### config.mk
export PLATFORM = sky130hd
export DESIGN_NAME = lsu_store_path
export DESIGN_NICKNAME = d
export VERILOG_FILES = /design/src/hw/mem_op_pkg.sv /design/src/hw/axi_lite_pkg.sv /design/src/hw/lsu_store_path.sv
export SDC_FILE = /design/constraint.sdc
export NUM_CORES = 1
export LEC_CHECK = 0
export ABC_CLOCK_PERIOD_IN_PS = 1900
export BUFFER_PORTS_ARGS = -buffer_cell sky130_fd_sc_hd__buf_2
export CAP_MARGIN = 10
export CORE_AREA = 2 2 59 61
export DETAILED_ROUTE_END_ITERATION = 7
export DIE_AREA = 0 0 61 63
export PLACE_DENSITY = 0.84
export REMOVE_ABC_BUFFERS = 1
export SLEW_MARGIN = 10
export SYNTH_ARGS = -nofsm -noshare
export SYNTH_HDL_FRONTEND = slang
export SYNTH_SLANG_ARGS = --single-unit
### constraint.sdc
create_clock -name clk -period 1.9 [get_ports clk]
set_clock_uncertainty 0.1 [all_clocks]
set_input_delay 0.095 -clock clk [delete_from_list [all_inputs] [get_ports clk]]
set_output_delay 0.095 -clock clk [all_outputs]
set_load 0.005 [all_outputs]
### src/hw/mem_op_pkg.sv
package mem_op_pkg;

  // core-side data path widths
  typedef logic [31:0] word_t;
  typedef logic [31:0] addr_t;
  typedef logic [3:0]  strb_t;

  // load functions, signed variants extend the top bit
  typedef enum logic [2:0] {
    LD_B,
    LD_BU,
    LD_H,
    LD_HU,
    LD_W
  } load_func_e;

  typedef enum logic [1:0] {
    ST_B,
    ST_H,
    ST_W
  } store_func_e;

  typedef struct packed {
    addr_t      addr;
    load_func_e func;
  } load_req_t;

  typedef struct packed {
    addr_t       addr;
    word_t       data;
    store_func_e func;
  } store_req_t;

endpackage

### src/hw/axi_lite_pkg.sv
package axi_lite_pkg;

  // bus widths of the AXI4-Lite link
  localparam int AXI_ADDR_W = 32;
  localparam int AXI_DATA_W = 32;
  localparam int AXI_STRB_W = AXI_DATA_W / 8;

  // only the two codes this slave ever answers with
  typedef enum logic [1:0] {
    RESP_OKAY   = 2'b00,
    RESP_SLVERR = 2'b10
  } axi_resp_e;

  // AR and AW payload
  typedef struct packed {
    logic [AXI_ADDR_W-1:0] addr;
  } axi_addr_t;

  // W payload
  typedef struct packed {
    logic [AXI_DATA_W-1:0] data;
    logic [AXI_STRB_W-1:0] strb;
  } axi_wdata_t;

  // R payload
  typedef struct packed {
    logic [AXI_DATA_W-1:0] data;
    axi_resp_e             resp;
  } axi_rdata_t;

endpackage

### src/hw/lsu_store_path.sv
`timescale 1ns/100ps

module lsu_store_path
  import mem_op_pkg::*, axi_lite_pkg::*;
(
  input  logic       clk,
  input  logic       rstn,
  // core store request
  input  logic       store_valid,
  input  store_req_t store_req,
  output logic       store_ready,
  // core store response
  output logic       store_resp_valid,
  output axi_resp_e  store_status,
  input  logic       store_resp_ready,
  // write address channel
  output logic       aw_valid,
  output axi_addr_t  aw,
  input  logic       aw_ready,
  // write data channel
  output logic       w_valid,
  output axi_wdata_t w,
  input  logic       w_ready,
  // write response channel
  input  logic       b_valid,
  input  axi_resp_e  b_resp,
  output logic       b_ready
);

  logic [1:0] offset;
  strb_t      lanes;
  word_t      data_shifted;
  strb_t      strb_shifted;
  // set while that channel still has to send the current store
  logic       aw_todo;
  logic       w_todo;

  assign offset = store_req.addr[1:0];

  always_comb begin
    case (store_req.func)
      ST_B:    lanes = 4'b0001;
      ST_H:    lanes = 4'b0011;
      default: lanes = 4'b1111;
    endcase
  end

  // lanes that slide past bit 3 are dropped
  assign data_shifted = store_req.data << {offset, 3'b000};
  assign strb_shifted = lanes << offset;

  assign aw.addr = {store_req.addr[31:2], 2'b00};
  assign w.data  = data_shifted;
  assign w.strb  = strb_shifted;

  assign aw_valid = store_valid && aw_todo;
  assign w_valid  = store_valid && w_todo;

  always_ff @(posedge clk) begin
    if (!rstn) begin
      aw_todo <= 1'b1;
      w_todo  <= 1'b1;
    end else if (b_valid && b_ready) begin
      aw_todo <= 1'b1;
      w_todo  <= 1'b1;
    end else begin
      if (aw_valid && aw_ready) begin
        aw_todo <= 1'b0;
      end
      if (w_valid && w_ready) begin
        w_todo <= 1'b0;
      end
    end
  end

  // accept once both halves are covered, but not again while waiting for B
  assign store_ready = (aw_todo || w_todo)
                    && (!aw_todo || aw_ready)
                    && (!w_todo || w_ready);

  assign store_resp_valid = b_valid;
  assign store_status     = b_resp;
  assign b_ready          = store_resp_ready;

endmodule

==> reports/results.tsv <==
stage	metric	value	unit
grt	wire length of the first global-routing pass	5200	um
layout	ant diodes	0	
yosys	area leader, netlist	mux2i_1	
setup_path	RR Endpoint	aw_todo	
layout	Nets	245	
setup_path	Worst Setup SP	store_req[34]	
sta	RSZ-0062 raised after global routing	no	
die	FP Rows	21	
grt	GR Layer Usage met1	23.2	%
power	Sw Share	37.4	%
routing	Routed WL	3830	um
power	Clock power frac	24.8	%
clock_network	clk sinks	2	
sta	Final Hold Fails	0	
yosys	sequential-to-total area share from yosys stat	4.22	%
place	number of port buffers	83	
power	VDD IR max	0.179	mV
die	Die Span X	61	um
yosys	Yosys top cell area share	34.8	%
clock_network	Clock Path Buffers	2	
layout	most frequent cells in the layout	83 x buf_2, 33 x mux2i_1, 10 x and2_1	
routing	DR vias	1023	
routing	1st-pass router iterations	4	
power	share of power burned in registers	12.0	%
routing	Via density	4.78	
clock_network	H-tree levels	1	
setup_path	startpoint types	primary input	
die	full die area	0.00384	mm2
layout	fraction of layout cells with a size suffix above 1	54.8	%
setup_path	Worst Setup EP	w[32]	
layout	filler cell count	356	
place	Setup WS pre-CTS	0.581	ns
job	Max Cap Viol	0	
yosys	synth top area cells	mux2i_1 35%, buf_4 30%, o2bb2ai_1 7.4%	
sta	TNS Setup	0	ns
routing	per-cell routed wire length	17.9	um
yosys	Syn Area/Cell	7.90	um2
sta	fmax	0.765	GHz
min_path	Hold WC Path Type	primary input to flop	
routing	Antenna Nets Post-Route	0	
yosys	Synth Cell Area	948	um2
clock_network	hold buffer count at cts	0	
grt	GRT Max-Usage Layer	met2	
place	GP Congestion	0.744	
routing	Iter 0 DRT Violations	22	
yosys	Yosys reg bits	2	
power	Cell Pwr Density	339	mW/mm2
setup_path	worst reg2reg path depth	1	
clock_network	Clk pin slew, worst setup/hold paths	0.03	ns
setup_path	Crit Path Max Fanout	13	
yosys	count of cell types in the netlist	22	
outcome	status	finished clean	
setup_path	Critical Path Sink Type	output port	
grt	initial antenna violation count	0	
grt	largest net degree at the start of global routing	17	
die	height of the die	63	um
sta	final slew viol count	0	
yosys	Mapped Cells	120	
setup_path	crit path kind	primary input to output port	
die	Starting Density	29.3	%
sta	fin crit period	1.31	ns
grt	met3 Usage GRT	15.5	%
die	Core Region	0.00323	mm2
yosys	Yosys warnings	0	
power	Leak Pwr	0.693	nW
grt	GRT Residual Overflow	0	
routing	drt drc	0	
sta	post-route clock period utilization	68.8	%
sta	Final setup viols	0	
power	cell-internal power	245	uW
clock_network	TritonCTS clock tree	done	
clock_network	Clock Tree Root	clkbuf_4	
sta	post-route setup slack	0.593	ns
layout	commonest non-fill, non-tap cell in the layout	buf_2	
grt	M2 GR Usage	24.3	%
place	hpwl dp	3270	um
setup_path	RR Startpoint	aw_todo	
die	io pins	150	
setup_path	WP data arrival	1.11	ns
sta	Fin Hold WS	0.0572	ns
grt	vias in the first global route	960	
clock_network	Post-CTS Resized	0	
layout	Layout area overhead	21.5	%
setup_path	Critical Path RT	1.70	ns
setup_path	Reg2Reg Setup Slack	1.21	ns
power	Gate power share	63.2	%
grt	total track usage	18.9	%
clock_network	postcts setup bufs	0	
power	Sw Pwr	146	uW
clock_network	CTS buffer count	3	
clock_network	clock latency on the worst-skew pair	0.22	ns
[worst max-delay path, cell delays in order]
cell and delay (ns):
buf_2 0.22, buf_4 0.29, mux2i_1 0.26, mux2i_1 0.10, buf_2 0.14
[logic make-up after synthesis]
kind of cell           Yosys count  share of synthesized area (%)
AND/OR/NAND/NOR                 25                           13.5
AO/OA/AOI/OAI                   15                           12.4
buffers and inverters           44                           34.7
multiplexers                    33                           34.8
other                            1                          0.395
flip-flops                       2                           4.22
[per-layer routing]
layer	vias up	share of wire (%)	wire [um]
met5	-	1.5	57
met4	2	0.65	25
met3	6	19	729
met2	107	38	1440
met1	437	41	1580
li1	471	-	-
[per-stage QoR]
step	utilization, %	power, mW	cell area, um2	std cells
after floorplan	-	0.143	627	78
after global placement	35.0	0.293	1130	211
after detailed placement	35.0	0.295	1130	211
after CTS	35.7	0.398	1150	214
after global routing	35.7	0.425	1150	214
final	35.7	0.391	1150	214
[how the worst min path moves through the flow]
stage	startpoint	end	slack [ns]	depth (start not counted)
final	w_ready	w_todo	0.06	3
after global routing	w_ready	w_todo	0.07	3
after floorplan	store_req[44]	aw[10]	0.09	0
after detailed placement	store_req[42]	aw[8]	0.09	0
after CTS	w_ready	w_todo	0.05	3
after global placement	store_req[42]	aw[8]	0.09	0
[power groups by stage]
stage          Sequential (mW)  Clock (mW)  Combinational (mW)
6_report                0.0471      0.0968               0.247
5_1_grt                 0.0475       0.104               0.274
4_1_cts                 0.0470       0.102               0.249
3_5_place_dp            0.0476           0               0.248
3_3_place_gp            0.0474           0               0.245
2_1_floorplan           0.0470           0              0.0962
[registers in the layout, summed over array words and instances (netlist names)]
signal	cells
w_todo	1
aw_todo	1
[area by class of cell]
cell class | instances | area [um2] | share of cell area [%]
multi-input combinational | 75 | 583 | 50.6
timing repair buffer | 87 | 445 | 38.7
tap | 46 | 57.6 | 4.99
sequential | 2 | 40.0 | 3.47
clock buffer | 3 | 22.5 | 1.95
inverter | 1 | 3.75 | 0.326
[cell usage after synthesis]
cell type / n
nor2_2: 1
clkbuf_1: 1
nor2_1: 9
o21ai_1: 1
buf_4: 38
o2bb2ai_1: 8
buf_2: 2
dfxtp_1: 2
inv_1: 1
conb_1: 1
nor2b_1: 1
a21bo_2: 1
and2_1: 10
buf_8: 1
a211oi_1: 1
buf_6: 1
nor3_1: 1
nand2b_1: 1
mux2i_1: 33
a21o_1: 2
nand2_1: 2
a21oi_1: 2
(Power assumes the default switching activity.)
