==> config.mk <==
export PLATFORM = sky130hd
export DESIGN_NAME = lsu_load_path
export DESIGN_NICKNAME = d
export VERILOG_FILES = /design/src/hw/mem_op_pkg.sv /design/src/hw/axi_lite_pkg.sv /design/src/hw/lsu_load_path.sv
export SDC_FILE = /design/constraint.sdc
export NUM_CORES = 1
export LEC_CHECK = 0
export BUFFER_PORTS_ARGS = -buffer_cell sky130_fd_sc_hd__buf_2
export CORE_MARGIN = 4
export CORE_UTILIZATION = 35
export CTS_CLUSTER_DIAMETER = 200
export DETAILED_ROUTE_END_ITERATION = 10
export GPL_TIMING_DRIVEN = 0
export PLACE_DENSITY = 0.91
export REMOVE_ABC_BUFFERS = 1
export SYNTH_ARGS = -nofsm -noshare
export SYNTH_HDL_FRONTEND = slang
export SYNTH_SLANG_ARGS = --single-unit
==> constraint.sdc <==
create_clock -name clk -period 2 [get_ports clk]
set_clock_uncertainty 0.15 [all_clocks]
set_input_delay 0.2 -clock clk [delete_from_list [all_inputs] [get_ports clk]]
set_output_delay 0.2 -clock clk [all_outputs]
set_load 0.05 [all_outputs]
==> src/hw/mem_op_pkg.sv <==
package mem_op_pkg;

  // core-side data path widths
  typedef logic [31:0] word_t;
  typedef logic [31:0] addr_t;
  typedef logic [3:0]  strb_t;

  // load functions, signed variants extend the top bit
  typedef enum logic [2:0] {
    LD_B,
    LD_BU,
    LD_H,
    LD_HU,
    LD_W
  } load_func_e;

  typedef enum logic [1:0] {
    ST_B,
    ST_H,
    ST_W
  } store_func_e;

  typedef struct packed {
    addr_t      addr;
    load_func_e func;
  } load_req_t;

  typedef struct packed {
    addr_t       addr;
    word_t       data;
    store_func_e func;
  } store_req_t;

endpackage

==> src/hw/axi_lite_pkg.sv <==
package axi_lite_pkg;

  // bus widths of the AXI4-Lite link
  localparam int AXI_ADDR_W = 32;
  localparam int AXI_DATA_W = 32;
  localparam int AXI_STRB_W = AXI_DATA_W / 8;

  // only the two codes this slave ever answers with
  typedef enum logic [1:0] {
    RESP_OKAY   = 2'b00,
    RESP_SLVERR = 2'b10
  } axi_resp_e;

  // AR and AW payload
  typedef struct packed {
    logic [AXI_ADDR_W-1:0] addr;
  } axi_addr_t;

  // W payload
  typedef struct packed {
    logic [AXI_DATA_W-1:0] data;
    logic [AXI_STRB_W-1:0] strb;
  } axi_wdata_t;

  // R payload
  typedef struct packed {
    logic [AXI_DATA_W-1:0] data;
    axi_resp_e             resp;
  } axi_rdata_t;

endpackage

==> src/hw/lsu_load_path.sv <==
`timescale 1ns/100ps

module lsu_load_path
  import mem_op_pkg::*, axi_lite_pkg::*;
(
  input  logic       clk,
  input  logic       rstn,
  // core load request
  input  logic       load_valid,
  input  load_req_t  load_req,
  output logic       load_ready,
  // core load response
  output logic       load_resp_valid,
  output word_t      load_data,
  output axi_resp_e  load_status,
  input  logic       load_resp_ready,
  // read address channel
  output logic       ar_valid,
  output axi_addr_t  ar,
  input  logic       ar_ready,
  // read data channel
  input  logic       r_valid,
  input  axi_rdata_t r,
  output logic       r_ready
);

  logic [1:0] offset_q;
  load_func_e func_q;
  word_t      shifted;

  // request goes straight through to AR, word aligned
  assign ar_valid = load_valid;
  assign ar.addr  = {load_req.addr[31:2], 2'b00};
  assign load_ready = ar_ready;

  // keep what is needed to format the returning word
  always_ff @(posedge clk) begin
    if (!rstn) begin
      offset_q <= 2'b00;
      func_q   <= LD_W;
    end else if (load_valid && ar_ready) begin
      offset_q <= load_req.addr[1:0];
      func_q   <= load_req.func;
    end
  end

  // bytes past the word end come in as zero
  assign shifted = r.data >> {offset_q, 3'b000};

  always_comb begin
    case (func_q)
      LD_B:    load_data = {{24{shifted[7]}}, shifted[7:0]};
      LD_BU:   load_data = {24'b0, shifted[7:0]};
      LD_H:    load_data = {{16{shifted[15]}}, shifted[15:0]};
      LD_HU:   load_data = {16'b0, shifted[15:0]};
      default: load_data = shifted;
    endcase
  end

  // response follows R in the same cycle
  assign load_resp_valid = r_valid;
  assign load_status     = r.resp;
  assign r_ready         = load_resp_ready;

endmodule

==> impl_metrics.csv <==
group,metric,value,unit
route,postRouteWirelength,5380,microns
route,detail_route.vias_per_cell,5.35,
synth,synth_edf_count,0,
sta,setup_total_negative_slack,-0.585,ns
setup_path,cp.required,1.65,ns
synth,synth_flop_cell,"sky130_fd_sc_hd__dfxtp_1",
synth,synth_cell_types,27,
pwr,power_leakage,0.784,nW
route,vias,1412,
run_status,violated_checks,"negative setup slack",
pwr,ir_worst_vdd,0.000380,V
sta,post-route-period-util,103,%
setup_path,timing.critical_path.from,"offset_q[0]",
setup_path,ff2ff_setup_slack,0.80,ns
sta,rsz0062_at_grt,"true",
pwr,p_total,0.00110,W
place,post-dp-hpwl,3770,microns
finish,insertedDiodeCount,0,
route,first_pass_iters,4,
synth,yosys_register_bits,5,
clock_tree,cts-buffers-inserted,3,
min_path,min-delay-path-class,"primary input to register",
place,port_buffers,74,
sta,layout_setup_ws,-0.0599,ns
die,floorplan.die_area,4920,sq um
sta,count_of_endpoints_failing_setup_in_the_final_report,24,
synth,synth_seq_area_share,7.40,%
pwr,power_per_cell_area,617,nW/um^2
clock_tree,clk_pin_slew_worst_paths,0.04,ns
die,ioPinCount,145,
setup_path,timing.critical_path.from_type,"register",
global_route,grt_pass1_wl,8150,microns
finish,nets,292,
place,post-place-cells,252,
setup_path,cp.arrival,1.71,ns
finish,area_growth,31.5,%
sta,fmaxAchievable,0.485,GHz
run_status,status,"complete, but fails checks",
setup_path,r2r.worst_path.cells,3,
finish,post-route-util,48.2,%
global_route,grt_max_degree,18,
route,drt-initial-drc-count,32,
clock_tree,cts_htree_levels,1,
route,post_route_drc_violation_count,0,
finish,fin_cells,264,
synth,synth.top_cells.by_area,"sky130_fd_sc_hd__buf_4 22%, sky130_fd_sc_hd__mux2i_1 11%, sky130_fd_sc_hd__o211ai_2 9.3%",
synth,post_synth_most_frequent_cells,"40 x sky130_fd_sc_hd__buf_4, 30 x sky130_fd_sc_hd__nand2_1, 15 x sky130_fd_sc_hd__a21oi_1, 15 x sky130_fd_sc_hd__mux2i_1, 10 x sky130_fd_sc_hd__o211ai_2",
synth,postSynth.asyncResetShare,0,%
synth,postSynthAreaPerCell,7.60,sq um
synth,synth_top_area_cell,"sky130_fd_sc_hd__buf_4",
die,core-area,3690,sq um
setup_path,kind_of_critical_path,"register to primary output",
min_path,hold_path_stages,2,
sta,finalHoldViolCount,0,
place,routabilityCongestion,0.736,
global_route,grt-ovfl-total,0,
die,fp.dieH,70.2,microns
clock_tree,cts.path.max_buffers,2,
die,chip_width,70.2,microns
setup_path,worst_setup_path_endpoint,"load_data[23]",
synth,synth.yosys.warnings,0,
global_route,antenna_found_initial,0,
route,wl_cell,20.4,microns
synth,mappedNetlistArea,1350,sq um
die,floorplan.initialDensity,36.7,%
global_route,vias_in_the_first_global_route,1473,
synth,post_synth_inst_count,178,
setup_path,reg2reg_from,"offset_q[1]",
finish,drive_above_1_share,61.6,%
die,rows,22,
clock_tree,tritoncts,"built",
setup_path,r2r-end,"offset_q[1]",
clock_tree,clock_latency,0.23,ns
synth,synth_top_area_share,22.2,%
clock_tree,cts_root_buf,"sky130_fd_sc_hd__clkbuf_8",
route,antenna_violating_nets_post_route,0,
sta,worst_hold_slack,0.0417,ns
sta,slew_violations,0,
setup_path,maximum_fanout_along_the_worst_path,16,
clock_tree,cts_num_sinks,5,
setup_path,endpoint_kind,"primary output",
sta,post_route_minimum_period,2.06,ns
job,max-cap-violations,0,
global_route,gr-usage-all-layers,21.3,%
synth,yosys.cell_count.top_type,"sky130_fd_sc_hd__buf_4",
-- critical path, stage by stage, from the launching register on --
cell	delay, ns
sky130_fd_sc_hd__dfxtp_4	0.40
sky130_fd_sc_hd__mux2_4	0.36
sky130_fd_sc_hd__a32oi_4	0.21
sky130_fd_sc_hd__buf_12	0.19
sky130_fd_sc_hd__o211ai_1	0.11
sky130_fd_sc_hd__buf_4	0.21
-- through the flow --
step                      setup WS [ns]  cell area, sq um
after global placement           -0.987              1430
after global routing             -0.104              1780
after CTS                       -0.0534              1750
after floorplan                  -0.830               998
after detailed placement          -1.03              1430
final                           -0.0599              1780
-- power breakdown --
part | internal [W] | total [W] | leakage (nW) | switching (W)
registers | 0.000104 | 0.000119 | 0.0424 | 0.0000147
logic | 0.000273 | 0.000781 | 0.719 | 0.000508
clock network | 0.000138 | 0.000197 | 0.0228 | 0.0000593
total | 0.000515 | 0.00110 | 0.784 | 0.000582
-- final cells by class --
type | instances | area, sq um
Fill cell | 371 | 1910
Multi-Input combinational cell | 125 | 976
Timing Repair Buffer | 82 | 591
Sequential cell | 5 | 108
Tap cell | 48 | 60.1
Clock buffer | 4 | 45.0
-- registers in the layout, indices dropped and copies added (netlist names) --
signal / cells
func_q: 3
offset_q: 2
-- worst min path at each step --
| stage | from | endpoint |
|---|---|---|
| 5_1_grt | rstn | func_q[2] |
| 3_5_place_dp | load_req[26] | ar[23] |
| 4_1_cts | rstn | func_q[2] |
| 3_3_place_gp | load_req[26] | ar[23] |
| 2_1_floorplan | rstn | func_q[2] |
| 6_report | rstn | func_q[2] |
-- cells by family (layout without fill, tap and decap cells) --
logic type / after synthesis / in the layout / synth area share (%)
compound gates: 45 / 45 / 27.5
buf+inv: 49 / 86 / 26.5
flops: 5 / 5 / 7.40
mux: 25 / 25 / 20.0
other cells: 1 / 2 / 0.277
simple gates: 53 / 53 / 18.4
-- layer usage --
layer,wire length (microns),global-route usage [%]
met5,0,6.67
met4,56,4.26
met3,792,14.0
met2,2440,32.3
met1,2090,24.6
-- cells in the final DEF (no fill, tap or decap), types with 4 or more instances in the layout --
cell and instances:
sky130_fd_sc_hd__mux2_2 7, sky130_fd_sc_hd__or2_2 8, sky130_fd_sc_hd__buf_2 48, sky130_fd_sc_hd__nand2_1 29
sky130_fd_sc_hd__a21oi_2 7, sky130_fd_sc_hd__a21boi_0 4, sky130_fd_sc_hd__o211ai_1 6, sky130_fd_sc_hd__o21ai_0 7
sky130_fd_sc_hd__o211ai_2 10, sky130_fd_sc_hd__nand3_1 6, sky130_fd_sc_hd__buf_4 12, sky130_fd_sc_hd__mux2i_1 15
sky130_fd_sc_hd__a21oi_1 7, sky130_fd_sc_hd__buf_6 20
-- repair_timing --
action | in CTS | in global routing
endpoints found under the setup margin | 32 | 26
hold buffers | 0 | 0
pin swaps | 2 | 1
resized for setup | 62 | 10
endpoints found under the hold margin | 0 | 0
buffers inserted | 8 | 0
(Power assumes the default switching activity.)
